<file path="src/rv32i_pkg.sv">
// Shared RV32I types and constants; imported by every module of the execute core
`default_nettype none

package rv32i_pkg;

  localparam int XLEN   = 32;
  localparam int NREGS  = 32;
  localparam int REG_AW = 5;

  // SYSTEM encoding treated as a stop request
  localparam logic [XLEN-1:0] HALT_INSTR = 32'h7800d073;

  typedef enum logic [6:0] {
    REGREG = 7'b0110011,
    IMMED  = 7'b0010011,
    LOAD   = 7'b0000011,
    STORE  = 7'b0100011,
    BRANCH = 7'b1100011,
    JAL    = 7'b1101111,
    JALR   = 7'b1100111,
    LUI    = 7'b0110111,
    AUIPC  = 7'b0010111
  } opcode_e;

  // Shared by OP and OP-IMM
  typedef enum logic [2:0] {
    ADDSUB = 3'd0,
    SLL    = 3'd1,
    SLT    = 3'd2,
    SLTU   = 3'd3,
    XOR    = 3'd4,
    SR     = 3'd5,
    OR     = 3'd6,
    AND    = 3'd7
  } alu_f3_e;

  typedef enum logic [2:0] {
    BEQ  = 3'd0,
    BNE  = 3'd1,
    BLT  = 3'd4,
    BGE  = 3'd5,
    BLTU = 3'd6,
    BGEU = 3'd7
  } branch_e;

  // Stores reuse LB/LH/LW for SB/SH/SW
  typedef enum logic [2:0] {
    LB  = 3'd0,
    LH  = 3'd1,
    LW  = 3'd2,
    LBU = 3'd4,
    LHU = 3'd5
  } load_e;

  typedef enum logic [3:0] {
    ALU_ADD, ALU_SUB, ALU_SLL, ALU_SRL, ALU_SRA,
    ALU_AND, ALU_OR, ALU_XOR, ALU_SLT, ALU_SLTU
  } alu_op_e;

  // Operand source for alu_a and alu_b
  typedef enum logic [1:0] {SEL_REG, SEL_PC, SEL_IMM} opsel_e;

  // Write-back source
  typedef enum logic [1:0] {W_ALU, W_PC4, W_IMM} wsel_e;

  typedef struct packed {
    logic [6:0]        funct7;
    logic [REG_AW-1:0] rs2;
    logic [REG_AW-1:0] rs1;
    logic [2:0]        funct3;
    logic [REG_AW-1:0] rd;
    opcode_e           opcode;
  } rtype_t;

  typedef struct packed {
    logic [11:0]       imm11_00;
    logic [REG_AW-1:0] rs1;
    logic [2:0]        funct3;
    logic [REG_AW-1:0] rd;
    opcode_e           opcode;
  } itype_t;

  typedef struct packed {
    logic [6:0]        imm11_05;
    logic [REG_AW-1:0] rs2;
    logic [REG_AW-1:0] rs1;
    logic [2:0]        funct3;
    logic [4:0]        imm04_00;
    opcode_e           opcode;
  } stype_t;

  typedef struct packed {
    logic              imm12;
    logic [5:0]        imm10_05;
    logic [REG_AW-1:0] rs2;
    logic [REG_AW-1:0] rs1;
    logic [2:0]        funct3;
    logic [3:0]        imm04_01;
    logic              imm11;
    opcode_e           opcode;
  } sbtype_t;

  typedef struct packed {
    logic [19:0]       imm31_12;
    logic [REG_AW-1:0] rd;
    opcode_e           opcode;
  } utype_t;

  typedef struct packed {
    logic              imm20;
    logic [9:0]        imm10_01;
    logic              imm11;
    logic [7:0]        imm19_12;
    logic [REG_AW-1:0] rd;
    opcode_e           opcode;
  } ujtype_t;

  typedef union packed {
    rtype_t          r;
    itype_t          i;
    stype_t          s;
    sbtype_t         sb;
    utype_t          u;
    ujtype_t         uj;
    logic [XLEN-1:0] raw;
  } instr_u;

  typedef struct packed {
    logic              valid;
    opcode_e           opcode;
    logic [REG_AW-1:0] rs1;
    logic [REG_AW-1:0] rs2;
    logic [REG_AW-1:0] rd;
    logic [XLEN-1:0]   imm;
    alu_op_e           alu_op;
    opsel_e            alu_a_sel;
    opsel_e            alu_b_sel;
    wsel_e             w_sel;
    logic              wen;
    logic              dren;
    logic              dwen;
    logic              branch;
    logic              jump;
    logic              j_sel;
    logic [2:0]        funct3;
    logic              halt;
    logic [XLEN-1:0]   pc;
  } decode_t;

  typedef struct packed {
    logic              valid;
    logic [REG_AW-1:0] rd;
    alu_op_e           alu_op;
    wsel_e             w_sel;
    logic              wen;
    logic              dren;
    logic              dwen;
    logic              branch;
    logic              jump;
    logic              j_sel;
    logic [2:0]        funct3;
    logic              halt;
    logic [XLEN-1:0]   rs1_val;
    logic [XLEN-1:0]   rs2_val;
    logic [XLEN-1:0]   alu_a;
    logic [XLEN-1:0]   alu_b;
    logic [XLEN-1:0]   imm;
    logic [XLEN-1:0]   pc;
  } operand_t;

  typedef struct packed {
    logic              valid;
    logic              wen;
    logic [REG_AW-1:0] rd;
    logic [XLEN-1:0]   data;
  } wb_t;

  typedef struct packed {
    logic            dren;
    logic            dwen;
    logic [XLEN-1:0] addr;
    logic [3:0]      byte_en;
    logic [XLEN-1:0] wdata;
  } mem_req_t;

  typedef struct packed {
    logic            taken;
    logic [XLEN-1:0] target;
  } redirect_t;

endpackage

`default_nettype wire

</file>
<file path="src/alu.sv">
// Combinational RV32I ALU used by the execute stage
`timescale 1ns/10ps
`default_nettype none

module alu (
  input  rv32i_pkg::alu_op_e          op_i,
  input  logic [rv32i_pkg::XLEN-1:0]  a_i,
  input  logic [rv32i_pkg::XLEN-1:0]  b_i,
  output logic [rv32i_pkg::XLEN-1:0]  res_o
);
  import rv32i_pkg::*;

  logic [4:0] shamt;

  // Only the low five bits shift
  assign shamt = b_i[4:0];

  always_comb begin
    unique case (op_i)
      ALU_ADD:  res_o = a_i + b_i;
      ALU_SUB:  res_o = a_i - b_i;
      ALU_SLL:  res_o = a_i << shamt;
      ALU_SRL:  res_o = a_i >> shamt;
      ALU_SRA:  res_o = $signed(a_i) >>> shamt;
      ALU_AND:  res_o = a_i & b_i;
      ALU_OR:   res_o = a_i | b_i;
      ALU_XOR:  res_o = a_i ^ b_i;
      ALU_SLT:  res_o = {31'b0, $signed(a_i) < $signed(b_i)};
      ALU_SLTU: res_o = {31'b0, a_i < b_i};
      default:  res_o = '0;
    endcase
  end

endmodule

`default_nettype wire

</file>
<file path="src/control_unit.sv">
// Combinational RV32I decoder; turns the fetched word and its PC into decode control
`timescale 1ns/10ps
`default_nettype none

module control_unit (
  input  rv32i_pkg::instr_u              instr_i,
  input  logic [rv32i_pkg::XLEN-1:0]     pc_i,
  input  logic                           valid_i,
  output rv32i_pkg::decode_t             dec_o
);
  import rv32i_pkg::*;

  opcode_e         op;
  alu_f3_e         f3;
  logic            is_shift_imm;
  logic [XLEN-1:0] imm_i;
  logic [XLEN-1:0] imm_s;
  logic [XLEN-1:0] imm_sb;
  logic [XLEN-1:0] imm_u;
  logic [XLEN-1:0] imm_uj;
  alu_op_e         alu_op;

  assign op = instr_i.r.opcode;
  assign f3 = alu_f3_e'(instr_i.r.funct3);

  // Sign-extended immediates for each format
  assign imm_i  = {{20{instr_i.i.imm11_00[11]}}, instr_i.i.imm11_00};
  assign imm_s  = {{20{instr_i.s.imm11_05[6]}}, instr_i.s.imm11_05, instr_i.s.imm04_00};
  assign imm_sb = {{19{instr_i.sb.imm12}}, instr_i.sb.imm12, instr_i.sb.imm11,
                   instr_i.sb.imm10_05, instr_i.sb.imm04_01, 1'b0};
  assign imm_u  = {instr_i.u.imm31_12, 12'b0};
  assign imm_uj = {{11{instr_i.uj.imm20}}, instr_i.uj.imm20, instr_i.uj.imm19_12,
                   instr_i.uj.imm11, instr_i.uj.imm10_01, 1'b0};

  // SRAI carries funct7 in the immediate, so shifts take only the shamt
  assign is_shift_imm = (op == IMMED) && (f3 == SLL || f3 == SR);

  // Bit 30 splits ADD/SUB and SRL/SRA
  always_comb begin
    alu_op = ALU_ADD;
    if (op == REGREG || op == IMMED) begin
      unique case (f3)
        ADDSUB: alu_op = (op == REGREG && instr_i.r.funct7[5]) ? ALU_SUB : ALU_ADD;
        SLL:    alu_op = ALU_SLL;
        SLT:    alu_op = ALU_SLT;
        SLTU:   alu_op = ALU_SLTU;
        XOR:    alu_op = ALU_XOR;
        SR:     alu_op = instr_i.r.funct7[5] ? ALU_SRA : ALU_SRL;
        OR:     alu_op = ALU_OR;
        AND:    alu_op = ALU_AND;
      endcase
    end
  end

  always_comb begin
    dec_o        = '0;
    dec_o.valid  = valid_i;
    dec_o.opcode = op;
    dec_o.rs1    = instr_i.r.rs1;
    dec_o.rs2    = instr_i.r.rs2;
    dec_o.rd     = instr_i.r.rd;
    dec_o.alu_op = alu_op;
    dec_o.funct3 = instr_i.r.funct3;
    dec_o.dren   = (op == LOAD);
    dec_o.dwen   = (op == STORE);
    dec_o.branch = (op == BRANCH);
    dec_o.jump   = (op == JAL) || (op == JALR);
    dec_o.j_sel  = (op == JAL);
    dec_o.halt   = (instr_i.raw == HALT_INSTR);
    dec_o.pc     = pc_i;

    // Register + immediate is the common case
    dec_o.alu_a_sel = SEL_REG;
    dec_o.alu_b_sel = SEL_IMM;
    dec_o.w_sel     = W_ALU;

    case (op)
      REGREG: begin
        dec_o.alu_b_sel = SEL_REG;
        dec_o.wen       = 1'b1;
      end
      IMMED: begin
        dec_o.imm = is_shift_imm ? {27'b0, instr_i.r.rs2} : imm_i;
        dec_o.wen = 1'b1;
      end
      LOAD:  dec_o.imm = imm_i;
      STORE: dec_o.imm = imm_s;
      BRANCH: begin
        dec_o.imm       = imm_sb;
        dec_o.alu_b_sel = SEL_REG;
      end
      LUI: begin
        dec_o.imm   = imm_u;
        dec_o.w_sel = W_IMM;
        dec_o.wen   = 1'b1;
      end
      AUIPC: begin
        dec_o.imm       = imm_u;
        dec_o.alu_a_sel = SEL_PC;
        dec_o.wen       = 1'b1;
      end
      JAL: begin
        dec_o.imm   = imm_uj;
        dec_o.w_sel = W_PC4;
        dec_o.wen   = 1'b1;
      end
      JALR: begin
        dec_o.imm   = imm_i;
        dec_o.w_sel = W_PC4;
        dec_o.wen   = 1'b1;
      end
      // Unknown opcodes keep wen low and raise no request
      default: ;
    endcase
  end

endmodule

`default_nettype wire

</file>
<file path="src/operand_stage.sv">
// Decode register, register-file read with forwarding and operand select; two register stages
`timescale 1ns/10ps
`default_nettype none

module operand_stage (
  input  logic                           clk_i,
  input  logic                           rst_i,
  input  rv32i_pkg::decode_t             dec_i,
  output logic [rv32i_pkg::REG_AW-1:0]   rs1_addr_o,
  output logic [rv32i_pkg::REG_AW-1:0]   rs2_addr_o,
  input  logic [rv32i_pkg::XLEN-1:0]     rs1_data_i,
  input  logic [rv32i_pkg::XLEN-1:0]     rs2_data_i,
  input  rv32i_pkg::wb_t                 ex_fwd_i,
  input  rv32i_pkg::wb_t                 wb_fwd_i,
  output rv32i_pkg::operand_t            op_o
);
  import rv32i_pkg::*;

  decode_t         dec_q;
  operand_t        op_d;
  logic [XLEN-1:0] rs1_fwd;
  logic [XLEN-1:0] rs2_fwd;

  // Execute result wins over the one being written back
  function automatic logic [XLEN-1:0] fwd_value(input logic [REG_AW-1:0] addr,
                                                input logic [XLEN-1:0]   rf_val,
                                                input wb_t               ex,
                                                input wb_t               wb);
    if (addr != '0 && ex.valid && ex.wen && ex.rd == addr) return ex.data;
    if (addr != '0 && wb.valid && wb.wen && wb.rd == addr) return wb.data;
    return rf_val;
  endfunction

  function automatic logic [XLEN-1:0] sel_operand(input opsel_e          sel,
                                                  input logic [XLEN-1:0] reg_val,
                                                  input logic [XLEN-1:0] pc,
                                                  input logic [XLEN-1:0] imm);
    case (sel)
      SEL_PC:  return pc;
      SEL_IMM: return imm;
      default: return reg_val;
    endcase
  endfunction

  always_ff @(posedge clk_i) begin
    dec_q <= dec_i;
    if (rst_i) begin
      dec_q.valid <= 1'b0;
    end
  end

  assign rs1_addr_o = dec_q.rs1;
  assign rs2_addr_o = dec_q.rs2;

  assign rs1_fwd = fwd_value(dec_q.rs1, rs1_data_i, ex_fwd_i, wb_fwd_i);
  assign rs2_fwd = fwd_value(dec_q.rs2, rs2_data_i, ex_fwd_i, wb_fwd_i);

  always_comb begin
    op_d.valid   = dec_q.valid;
    op_d.rd      = dec_q.rd;
    op_d.alu_op  = dec_q.alu_op;
    op_d.w_sel   = dec_q.w_sel;
    op_d.wen     = dec_q.wen;
    op_d.dren    = dec_q.dren;
    op_d.dwen    = dec_q.dwen;
    op_d.branch  = dec_q.branch;
    op_d.jump    = dec_q.jump;
    op_d.j_sel   = dec_q.j_sel;
    op_d.funct3  = dec_q.funct3;
    op_d.halt    = dec_q.halt;
    op_d.rs1_val = rs1_fwd;
    op_d.rs2_val = rs2_fwd;
    op_d.alu_a   = sel_operand(dec_q.alu_a_sel, rs1_fwd, dec_q.pc, dec_q.imm);
    op_d.alu_b   = sel_operand(dec_q.alu_b_sel, rs2_fwd, dec_q.pc, dec_q.imm);
    op_d.imm     = dec_q.imm;
    op_d.pc      = dec_q.pc;
  end

  always_ff @(posedge clk_i) begin
    op_o <= op_d;
    if (rst_i) begin
      op_o.valid <= 1'b0;
    end
  end

endmodule

`default_nettype wire

</file>
<file path="src/execute_stage.sv">
// Execute stage: ALU, branch resolve, memory request and the registered core outputs
`timescale 1ns/10ps
`default_nettype none

module execute_stage (
  input  logic                  clk_i,
  input  logic                  rst_i,
  input  rv32i_pkg::operand_t   op_i,
  output rv32i_pkg::wb_t        ex_fwd_o,
  output rv32i_pkg::wb_t        wb_o,
  output rv32i_pkg::mem_req_t   mem_req_o,
  output rv32i_pkg::redirect_t  redirect_o,
  output logic                  halt_o
);
  import rv32i_pkg::*;

  logic [XLEN-1:0] alu_res;
  logic [XLEN-1:0] wdata;
  logic [XLEN-1:0] tgt_sum;
  logic [3:0]      byte_en;
  logic            is_jalr;
  logic            cond;
  logic            live;

  alu u_alu (
    .op_i  (op_i.alu_op),
    .a_i   (op_i.alu_a),
    .b_i   (op_i.alu_b),
    .res_o (alu_res)
  );

  // Nothing after a captured halt is allowed out
  assign live = op_i.valid && !halt_o;

  always_comb begin
    case (op_i.w_sel)
      W_PC4:   wdata = op_i.pc + 32'd4;
      W_IMM:   wdata = op_i.imm;
      default: wdata = alu_res;
    endcase
  end

  always_comb begin
    case (branch_e'(op_i.funct3))
      BEQ:     cond = (op_i.rs1_val == op_i.rs2_val);
      BNE:     cond = (op_i.rs1_val != op_i.rs2_val);
      BLT:     cond = ($signed(op_i.rs1_val) < $signed(op_i.rs2_val));
      BGE:     cond = ($signed(op_i.rs1_val) >= $signed(op_i.rs2_val));
      BLTU:    cond = (op_i.rs1_val < op_i.rs2_val);
      BGEU:    cond = (op_i.rs1_val >= op_i.rs2_val);
      default: cond = 1'b0;
    endcase
  end

  // JALR adds to rs1 and drops bit 0, branches and JAL add to pc
  assign is_jalr = op_i.jump && !op_i.j_sel;
  assign tgt_sum = (is_jalr ? op_i.rs1_val : op_i.pc) + op_i.imm;

  // Lanes from the low address bits
  always_comb begin
    case (load_e'(op_i.funct3))
      LB, LBU: byte_en = 4'b0001 << alu_res[1:0];
      LH, LHU: begin
        case (alu_res[1:0])
          2'b00:   byte_en = 4'b0011;
          2'b10:   byte_en = 4'b1100;
          default: byte_en = 4'b0000;
        endcase
      end
      LW:      byte_en = 4'b1111;
      default: byte_en = 4'b0000;
    endcase
  end

  assign ex_fwd_o.valid = live;
  assign ex_fwd_o.wen   = op_i.wen;
  assign ex_fwd_o.rd    = op_i.rd;
  assign ex_fwd_o.data  = wdata;

  always_ff @(posedge clk_i) begin
    wb_o.valid         <= live;
    wb_o.wen           <= op_i.wen;
    wb_o.rd            <= op_i.rd;
    wb_o.data          <= wdata;
    mem_req_o.dren     <= live && op_i.dren;
    mem_req_o.dwen     <= live && op_i.dwen;
    mem_req_o.addr     <= alu_res;
    mem_req_o.byte_en  <= byte_en;
    mem_req_o.wdata    <= op_i.rs2_val;
    redirect_o.taken   <= live && ((op_i.branch && cond) || op_i.jump);
    redirect_o.target  <= {tgt_sum[XLEN-1:1], tgt_sum[0] && !is_jalr};
    if (rst_i) begin
      wb_o.valid       <= 1'b0;
      mem_req_o.dren   <= 1'b0;
      mem_req_o.dwen   <= 1'b0;
      redirect_o.taken <= 1'b0;
    end
  end

  // Sticky until reset
  always_ff @(posedge clk_i) begin
    if (rst_i) begin
      halt_o <= 1'b0;
    end else if (live && op_i.halt) begin
      halt_o <= 1'b1;
    end
  end

endmodule

`default_nettype wire

</file>
<file path="src/reg_file.sv">
// Integer register file; written from the write-back port, read asynchronously
`timescale 1ns/10ps
`default_nettype none

module reg_file (
  input  logic                          clk_i,
  input  logic                          rst_i,
  input  rv32i_pkg::wb_t                wb_i,
  input  logic [rv32i_pkg::REG_AW-1:0]  rs1_addr_i,
  input  logic [rv32i_pkg::REG_AW-1:0]  rs2_addr_i,
  output logic [rv32i_pkg::XLEN-1:0]    rs1_data_o,
  output logic [rv32i_pkg::XLEN-1:0]    rs2_data_o
);
  import rv32i_pkg::*;

  // x0 has no storage
  logic [XLEN-1:0] regs [1:NREGS-1];

  always_ff @(posedge clk_i) begin
    if (rst_i) begin
      for (int i = 1; i < NREGS; i++) begin
        regs[i] <= '0;
      end
    end else if (wb_i.valid && wb_i.wen && wb_i.rd != '0) begin
      regs[wb_i.rd] <= wb_i.data;
    end
  end

  assign rs1_data_o = (rs1_addr_i == '0) ? '0 : regs[rs1_addr_i];
  assign rs2_data_o = (rs2_addr_i == '0) ? '0 : regs[rs2_addr_i];

endmodule

`default_nettype wire

</file>
<file path="src/rv32i_exec_core.sv">
// Top of the three-stage RV32I execute core; instruction in, results out three edges later
`timescale 1ns/10ps
`default_nettype none

module rv32i_exec_core (
  input  logic                          clk_i,
  input  logic                          rst_i,
  input  logic                          instr_valid_i,
  input  logic [rv32i_pkg::XLEN-1:0]    instr_i,
  input  logic [rv32i_pkg::XLEN-1:0]    pc_i,
  output rv32i_pkg::wb_t                wb_o,
  output rv32i_pkg::mem_req_t           mem_req_o,
  output rv32i_pkg::redirect_t          redirect_o,
  output logic                          halt_o
);
  import rv32i_pkg::*;

  decode_t           dec;
  operand_t          op;
  wb_t               ex_fwd;
  logic [REG_AW-1:0] rs1_addr;
  logic [REG_AW-1:0] rs2_addr;
  logic [XLEN-1:0]   rs1_data;
  logic [XLEN-1:0]   rs2_data;

  control_unit u_control_unit (
    .instr_i (instr_i),
    .pc_i    (pc_i),
    .valid_i (instr_valid_i),
    .dec_o   (dec)
  );

  operand_stage u_operand_stage (
    .clk_i      (clk_i),
    .rst_i      (rst_i),
    .dec_i      (dec),
    .rs1_addr_o (rs1_addr),
    .rs2_addr_o (rs2_addr),
    .rs1_data_i (rs1_data),
    .rs2_data_i (rs2_data),
    .ex_fwd_i   (ex_fwd),
    .wb_fwd_i   (wb_o),
    .op_o       (op)
  );

  execute_stage u_execute_stage (
    .clk_i      (clk_i),
    .rst_i      (rst_i),
    .op_i       (op),
    .ex_fwd_o   (ex_fwd),
    .wb_o       (wb_o),
    .mem_req_o  (mem_req_o),
    .redirect_o (redirect_o),
    .halt_o     (halt_o)
  );

  reg_file u_reg_file (
    .clk_i      (clk_i),
    .rst_i      (rst_i),
    .wb_i       (wb_o),
    .rs1_addr_i (rs1_addr),
    .rs2_addr_i (rs2_addr),
    .rs1_data_o (rs1_data),
    .rs2_data_o (rs2_data)
  );

endmodule

`default_nettype wire

</file>
<file path="config.mk">
export PLATFORM = sky130hd
export DESIGN_NAME = rv32i_exec_core
export DESIGN_NICKNAME = d
export VERILOG_FILES = /design/src/rv32i_pkg.sv /design/src/alu.sv /design/src/control_unit.sv /design/src/operand_stage.sv /design/src/execute_stage.sv /design/src/reg_file.sv /design/src/rv32i_exec_core.sv
export SDC_FILE = /design/constraint.sdc
export NUM_CORES = 2
export LEC_CHECK = 0
export BUFFER_PORTS_ARGS = -buffer_cell sky130_fd_sc_hd__buf_2
export CAP_MARGIN = 20
export CORE_ASPECT_RATIO = 2
export CORE_MARGIN = 4
export CORE_UTILIZATION = 57
export CTS_CLUSTER_DIAMETER = 200
export DETAILED_ROUTE_END_ITERATION = 16
export HOLD_SLACK_MARGIN = 0.12
export PLACE_DENSITY_LB_ADDON = 0.15
export SLEW_MARGIN = 5
export SYNTH_ARGS = -nofsm -noshare
export SYNTH_HDL_FRONTEND = slang
export SYNTH_SLANG_ARGS = --single-unit
</file>
<file path="constraint.sdc">
create_clock -name clk_i -period 4.5 [get_ports clk_i]
set_input_delay 0.225 -clock clk_i [delete_from_list [all_inputs] [get_ports clk_i]]
set_output_delay 0.225 -clock clk_i [all_outputs]
set_load 0.02 [all_outputs]
</file>
Yosys cells after proc, flatten, opt, wreduce, memory -nomap -nowiden --
Memories as Yosys holds them, arrays and structs flattened. A register that Yosys moved wholly into a read port is not among the register bits. Cells that the tools add are included. Widths: inputs -> output; s select.
Operators by class: $add $sub $neg 4, multipliers 0, div/mod/pow operators 0, $lt $le $gt $ge 6, equal/unequal tests 45, shifts and indexed selects 4, mux-type cells 41, bitwise operators 3, reduce and logical (&&, ||, !) cells 48
Operators with widths (count):
- $mux 32 | 13
- $pmux 32 s10 | 1
- $pmux 32 s2 | 3
- $pmux 32 s6 | 1
- $lt 32x32->1 | 4
- $add 32x32->32 | 2
- $ge 32x32->1 | 2
- $add 32x3->32 const B | 1
- $and 32x32->32 | 1
- $eq 32x31->1 const B | 1
- $eq 32x32->1 | 1
- $ne 32x32->1 | 1
- $or 32x32->32 | 1
- $pmux 4 s8 | 1
- $reduce_or 32->1 | 1
- $shl 32x5->32 | 1
- $shr 32x5->32 | 1
- $sshr 32x5->32 | 1
- $sub 32x32->32 | 1
- $xor 32x32->32 | 1
- $eq 3x3->1 const B | 8
- $logic_and 1x1->1 | 24
- $eq 7x6->1 const B | 3
- $eq 7x7->1 const B | 3
- other kinds (31) | 74
Word-level totals: register bits 456, latch bits 0, bits in writable memories 992, bits in read-only memories 0, input port bits 67, output and inout bits 143, word-level logic and storage cells 200, memories kept 1
Memory list:
- u_reg_file.regs | depth 31, width 32, rd ports 2, clocked after memory_dff 2, write ports 31, RTL line reg_file.sv:17 | logic [XLEN-1:0] regs [1:NREGS-1];

Longest topological paths before layout --
word-level depth 10, mapped depth 16, gate-level depth less buffers 14

Cells and area by module --
Synthesis repeated with hierarchy kept, for this count alone.
Second synthesis, totals: cells, all modules 6741, area, all modules 81336.8 um2
Modules (own cells, without submodules):
- reg_file | times used 1, cells an instance 3761, area an instance 54583.6 um2, seq. area each 30749.5 um2
- operand_stage | times used 1, cells an instance 818, area an instance 9894.5 um2, seq. area each 6286.0 um2
- alu | times used 1, cells an instance 1242, area an instance 8568.2 um2, seq. area each 0.0 um2
- execute_stage | times used 1, cells an instance 755, area an instance 7090.6 um2, seq. area each 2862.7 um2
- control_unit | times used 1, cells an instance 165, area an instance 1199.9 um2, seq. area each 0.0 um2

Worst setup path before layout --
No wires, ideal clock.
kind register to register, from register u_operand_stage.op_o[66] (netlist name), to register u_operand_stage.op_o[117] (netlist name), data arrival time 4.030 ns, slack 0.335 ns, cell stages (with the launch flop) 17, clock period less this slack 4.165 ns, cell sequence dfxtp_1 > buf_2 > clkinv_1 > buf_1 > buf_1 > ha_1 > buf_2 > nor3_1 > o31ai_1 > a21oi_1 > o2111ai_1 > a2111o_1 > a211o_1 > nand2_1 > mux2_2 > a311oi_2 > a21oi_1
RTL lines:
- start: declaration | RTL line operand_stage.sv:15 | output rv32i_pkg::operand_t op_o
- start signal: assignment | RTL line operand_stage.sv:80 | op_o <= op_d;

==> impl_metrics.tcl <==
set metrics [dict create \
    status "complete, no violations" \
    num_vias 57348 \
    timing.final.setup_violations 0 \
    static-leakage-power_nw 34.50 \
    tritoncts "built" \
    vdd.ir_drop.worst_mv 0.3633 \
    row_cnt 193 \
    final_hold_viol_count 0 \
    areaGrowthSynthToFinish_pct 13.97 \
    wl_mm 309.6 \
    regArea_um2 39900 \
    drt-pass1-iter-count 9 \
    setup_ws_ns 0.03877 \
    grt_start_max_net_pins 89 \
    final_layout_size_suffix_gt1_share_pct 27.33 \
    yosysTopAreaCell "sky130_fd_sc_hd__edfxtp_1" \
    first_global_vias 59606 \
    yosysTopAreaCellShare_pct 38.70 \
    slew_at_the_pin_closest_to_its_max_slew_limit_ns 1.201 \
    netlist_top_cells_area "sky130_fd_sc_hd__edfxtp_1 39%, sky130_fd_sc_hd__mux4_2 20%, sky130_fd_sc_hd__dfxtp_1 11%" \
    hold_class "in -> reg" \
    die-width_um 272.0 \
    htreeDepth 4 \
    finalClockSkew_ns 0.05844 \
    detailedPlacementHpwl_mm 213.8 \
    met3_length_mm 26.95 \
    initial_core_util_pct 57.43 \
    io_buffers 209 \
    mappedNetlistArea_um2 79460 \
    worst-path-max-fanout 12 \
    ys_seq_area_share_pct 50.16 \
    synth_cell_count_leaders "1024 x sky130_fd_sc_hd__edfxtp_1, 1004 x sky130_fd_sc_hd__and2_1, 700 x sky130_fd_sc_hd__mux4_2, 455 x sky130_fd_sc_hd__dfxtp_1, 400 x sky130_fd_sc_hd__clkbuf_1" \
    multiInputGateArea_um2 37340 \
    yosysWarnings 0 \
    ios 210 \
    detailroute.wirelength.met2_mm 155.4 \
    cts-buffers-inserted 145 \
    synthMostInstantiatedCell "sky130_fd_sc_hd__edfxtp_1" \
    gp_congestion 1.073 \
    timing_worst_setup_path_type "reg -> reg" \
    wl_per_cell_um 37.16 \
    edff_count_synth 1024 \
    final_core_occ_pct 65.45 \
    number_of_max_cap_violations 0 \
    die_y_um 536.0 \
    rsz0062_at_grt "no" \
    instances_no_fill 8333 \
    critPathArrivalTime_ns 5.11 \
    crit_path_start_kind "flip-flop" \
    power_density_nw_per_um2 381.8 \
    nFillCells 10261 \
    vias_per_cell 6.882 \
    syn_inst 5992 \
    globalRoute.totalOverflow 0 \
    layout.nets 6598 \
    final-max-slew-violation-count 0 \
    detail_route.drc_violations 0 \
    drtAntennaViolNets 0 \
    worst_hold_slack_ns 0.1689 \
    placeableCoreArea_um2 138400 \
    track_usage_pct 42.46 \
    cts_root_buffer "sky130_fd_sc_hd__clkbuf_16" \
    top_layer_reached_by_signal_wires "met5" \
    synth-seq-cells 1479 \
    dp_slack_ns 0.05464 \
    floorplan.die_area_um2 145800 \
    cts_buffer_depth 4 \
    p_total_mw 34.58 \
    synth.distinct_cells 96 \
    grt_pass1_wl_mm 433.1 \
    end_kind "flip-flop" \
    crit_required_ns 5.15 \
    grt_antenna_before_repair 32 \
    wl_met1_mm 93.03 \
    max_clock_freq_mhz 224.2 \
    clock_period_minus_final_worst_setup_slack_ns 4.461 \
    cts_setup_buffers 0 \
    synth_async_sr_flop_share_pct 0 \
    clk_pin_slew_worst_paths_ns 0.07 \
    drt_iter0_markers 6775 \
    synthFlopType "sky130_fd_sc_hd__edfxtp_1" \
    final.period_utilization_pct 99.14 \
    post_synth.cell_area_avg_um2 13.26 \
    maxSlewHeadroom_pct 19.96 \
    clock_sink_count 1479 \
    dpl.cell_count 7959 \
    clk-insertion-delay-late_ns 0.81 \
]
[through the flow]
| stage | area, um^2 | setup TNS (ns) |
|---|---|---|
| 2_1_floorplan | 79580 | 0 |
| 3_3_place_gp | 84750 | -0.09558 |
| 3_5_place_dp | 84820 | 0 |
| 4_1_cts | 90360 | 0 |
| 5_1_grt | 90530 | 0 |
| 6_report | 90560 | 0 |
[state kept, by name, summed over array words and instances, names as in the netlist]
| register | flops |
|---|---|
| u_reg_file.regs | 1024 |
| u_operand_stage.op_o | 214 |
| u_operand_stage.dec_q | 88 |
| u_execute_stage.mem_req_o | 70 |
| u_execute_stage.wb_o | 39 |
| u_execute_stage.redirect_o | 33 |
| u_operand_stage.rs1_addr_o | 5 |
| u_operand_stage.rs2_addr_o | 5 |
| u_execute_stage.halt_o | 1 |
[cell usage in the layout, fill, tap and decap left out, types with 49 or more instances in the layout]
master and n:
sky130_fd_sc_hd__a211oi_1 51, sky130_fd_sc_hd__a21o_1 67, sky130_fd_sc_hd__a21oi_1 191, sky130_fd_sc_hd__and2_1 1004, sky130_fd_sc_hd__buf_12 51, sky130_fd_sc_hd__buf_2 211, sky130_fd_sc_hd__buf_4 334, sky130_fd_sc_hd__clkbuf_16 149
sky130_fd_sc_hd__dfxtp_1 440, sky130_fd_sc_hd__dlygate4sd3_1 103, sky130_fd_sc_hd__edfxtp_1 1024, sky130_fd_sc_hd__ha_1 162, sky130_fd_sc_hd__inv_1 173, sky130_fd_sc_hd__mux2_2 108, sky130_fd_sc_hd__mux2i_1 117, sky130_fd_sc_hd__mux4_2 700
sky130_fd_sc_hd__nand2_1 195, sky130_fd_sc_hd__nand3_1 49, sky130_fd_sc_hd__nor2_1 229, sky130_fd_sc_hd__o21ai_0 130, sky130_fd_sc_hd__xnor2_1 61
[worst max-delay path, cell delays in order, from the launching register on]
cell,delay (ns)
sky130_fd_sc_hd__dfxtp_1,0.58
sky130_fd_sc_hd__inv_1,0.08
sky130_fd_sc_hd__ha_1,0.43
sky130_fd_sc_hd__or3_1,0.45
sky130_fd_sc_hd__or4_1,0.45
sky130_fd_sc_hd__nor2_1,0.54
sky130_fd_sc_hd__a211o_1,0.33
sky130_fd_sc_hd__a211oi_1,0.10
sky130_fd_sc_hd__buf_4,0.17
sky130_fd_sc_hd__o21ai_1,0.23
sky130_fd_sc_hd__buf_12,0.23
sky130_fd_sc_hd__a31oi_1,0.19
sky130_fd_sc_hd__o21ba_2,0.27
sky130_fd_sc_hd__mux2_2,0.26
[report_power, final]
group | switching [mW] | leakage, nW | total, mW | internal, mW
Combinational | 3.98 | 17.9 | 6.51 | 2.53
Clock | 5.44 | 2.22 | 12.1 | 6.65
Sequential | 0.713 | 14.3 | 16.0 | 15.3
[layout make-up]
| cell class | instances | area share [%] |
|---|---|---|
| antenna | 13 | 0.03592 |
| clock buffer | 167 | 4.179 |
| clock inverter | 83 | 0.8055 |
| inverter | 175 | 0.7253 |
| multi-input combinational | 3854 | 41.24 |
| sequential | 1479 | 44.06 |
| tap | 1852 | 2.559 |
| timing repair buffer | 710 | 6.402 |
[kinds of logic after synthesis]
kind of cell,share of synthesized area (%)
and+or+nand+nor,12.65
DFF,50.16
muxes,22.91
AOI/OAI and AO/OA,7.291
buffers and inverters,3.365
adders and majority gates,2.642
xor gates and xnor gates,0.9700
other,0.004719
[metal layers]
layer,global-route usage [%],vias to the layer above
met5,0,-
met4,36.45,26
met3,11.10,1434
met2,72.73,3668
met1,42.73,28806
li1,-,23414
[final timing paths]
check / start / endpoint / slack (ns) / cells past startpoint
max: u_operand_stage.op_o[111] / u_operand_stage.op_o[96] / 0.04 / 13
min: instr_i[16] / u_operand_stage.rs1_addr_o[1] / 0.17 / 2
min reg2reg: u_operand_stage.dec_q[34] / u_operand_stage.op_o[194] / 0.33 / 0
max reg2reg: u_operand_stage.op_o[111] / u_operand_stage.op_o[96] / 0.04 / 13
[repair_timing]
item,CTS,global route
setup endpoints to repair,0,8
hold buffers,103,0
resized for setup,0,4
hold endpoints to repair,99,0
Note: power is estimated with default switching activity, not from simulation.
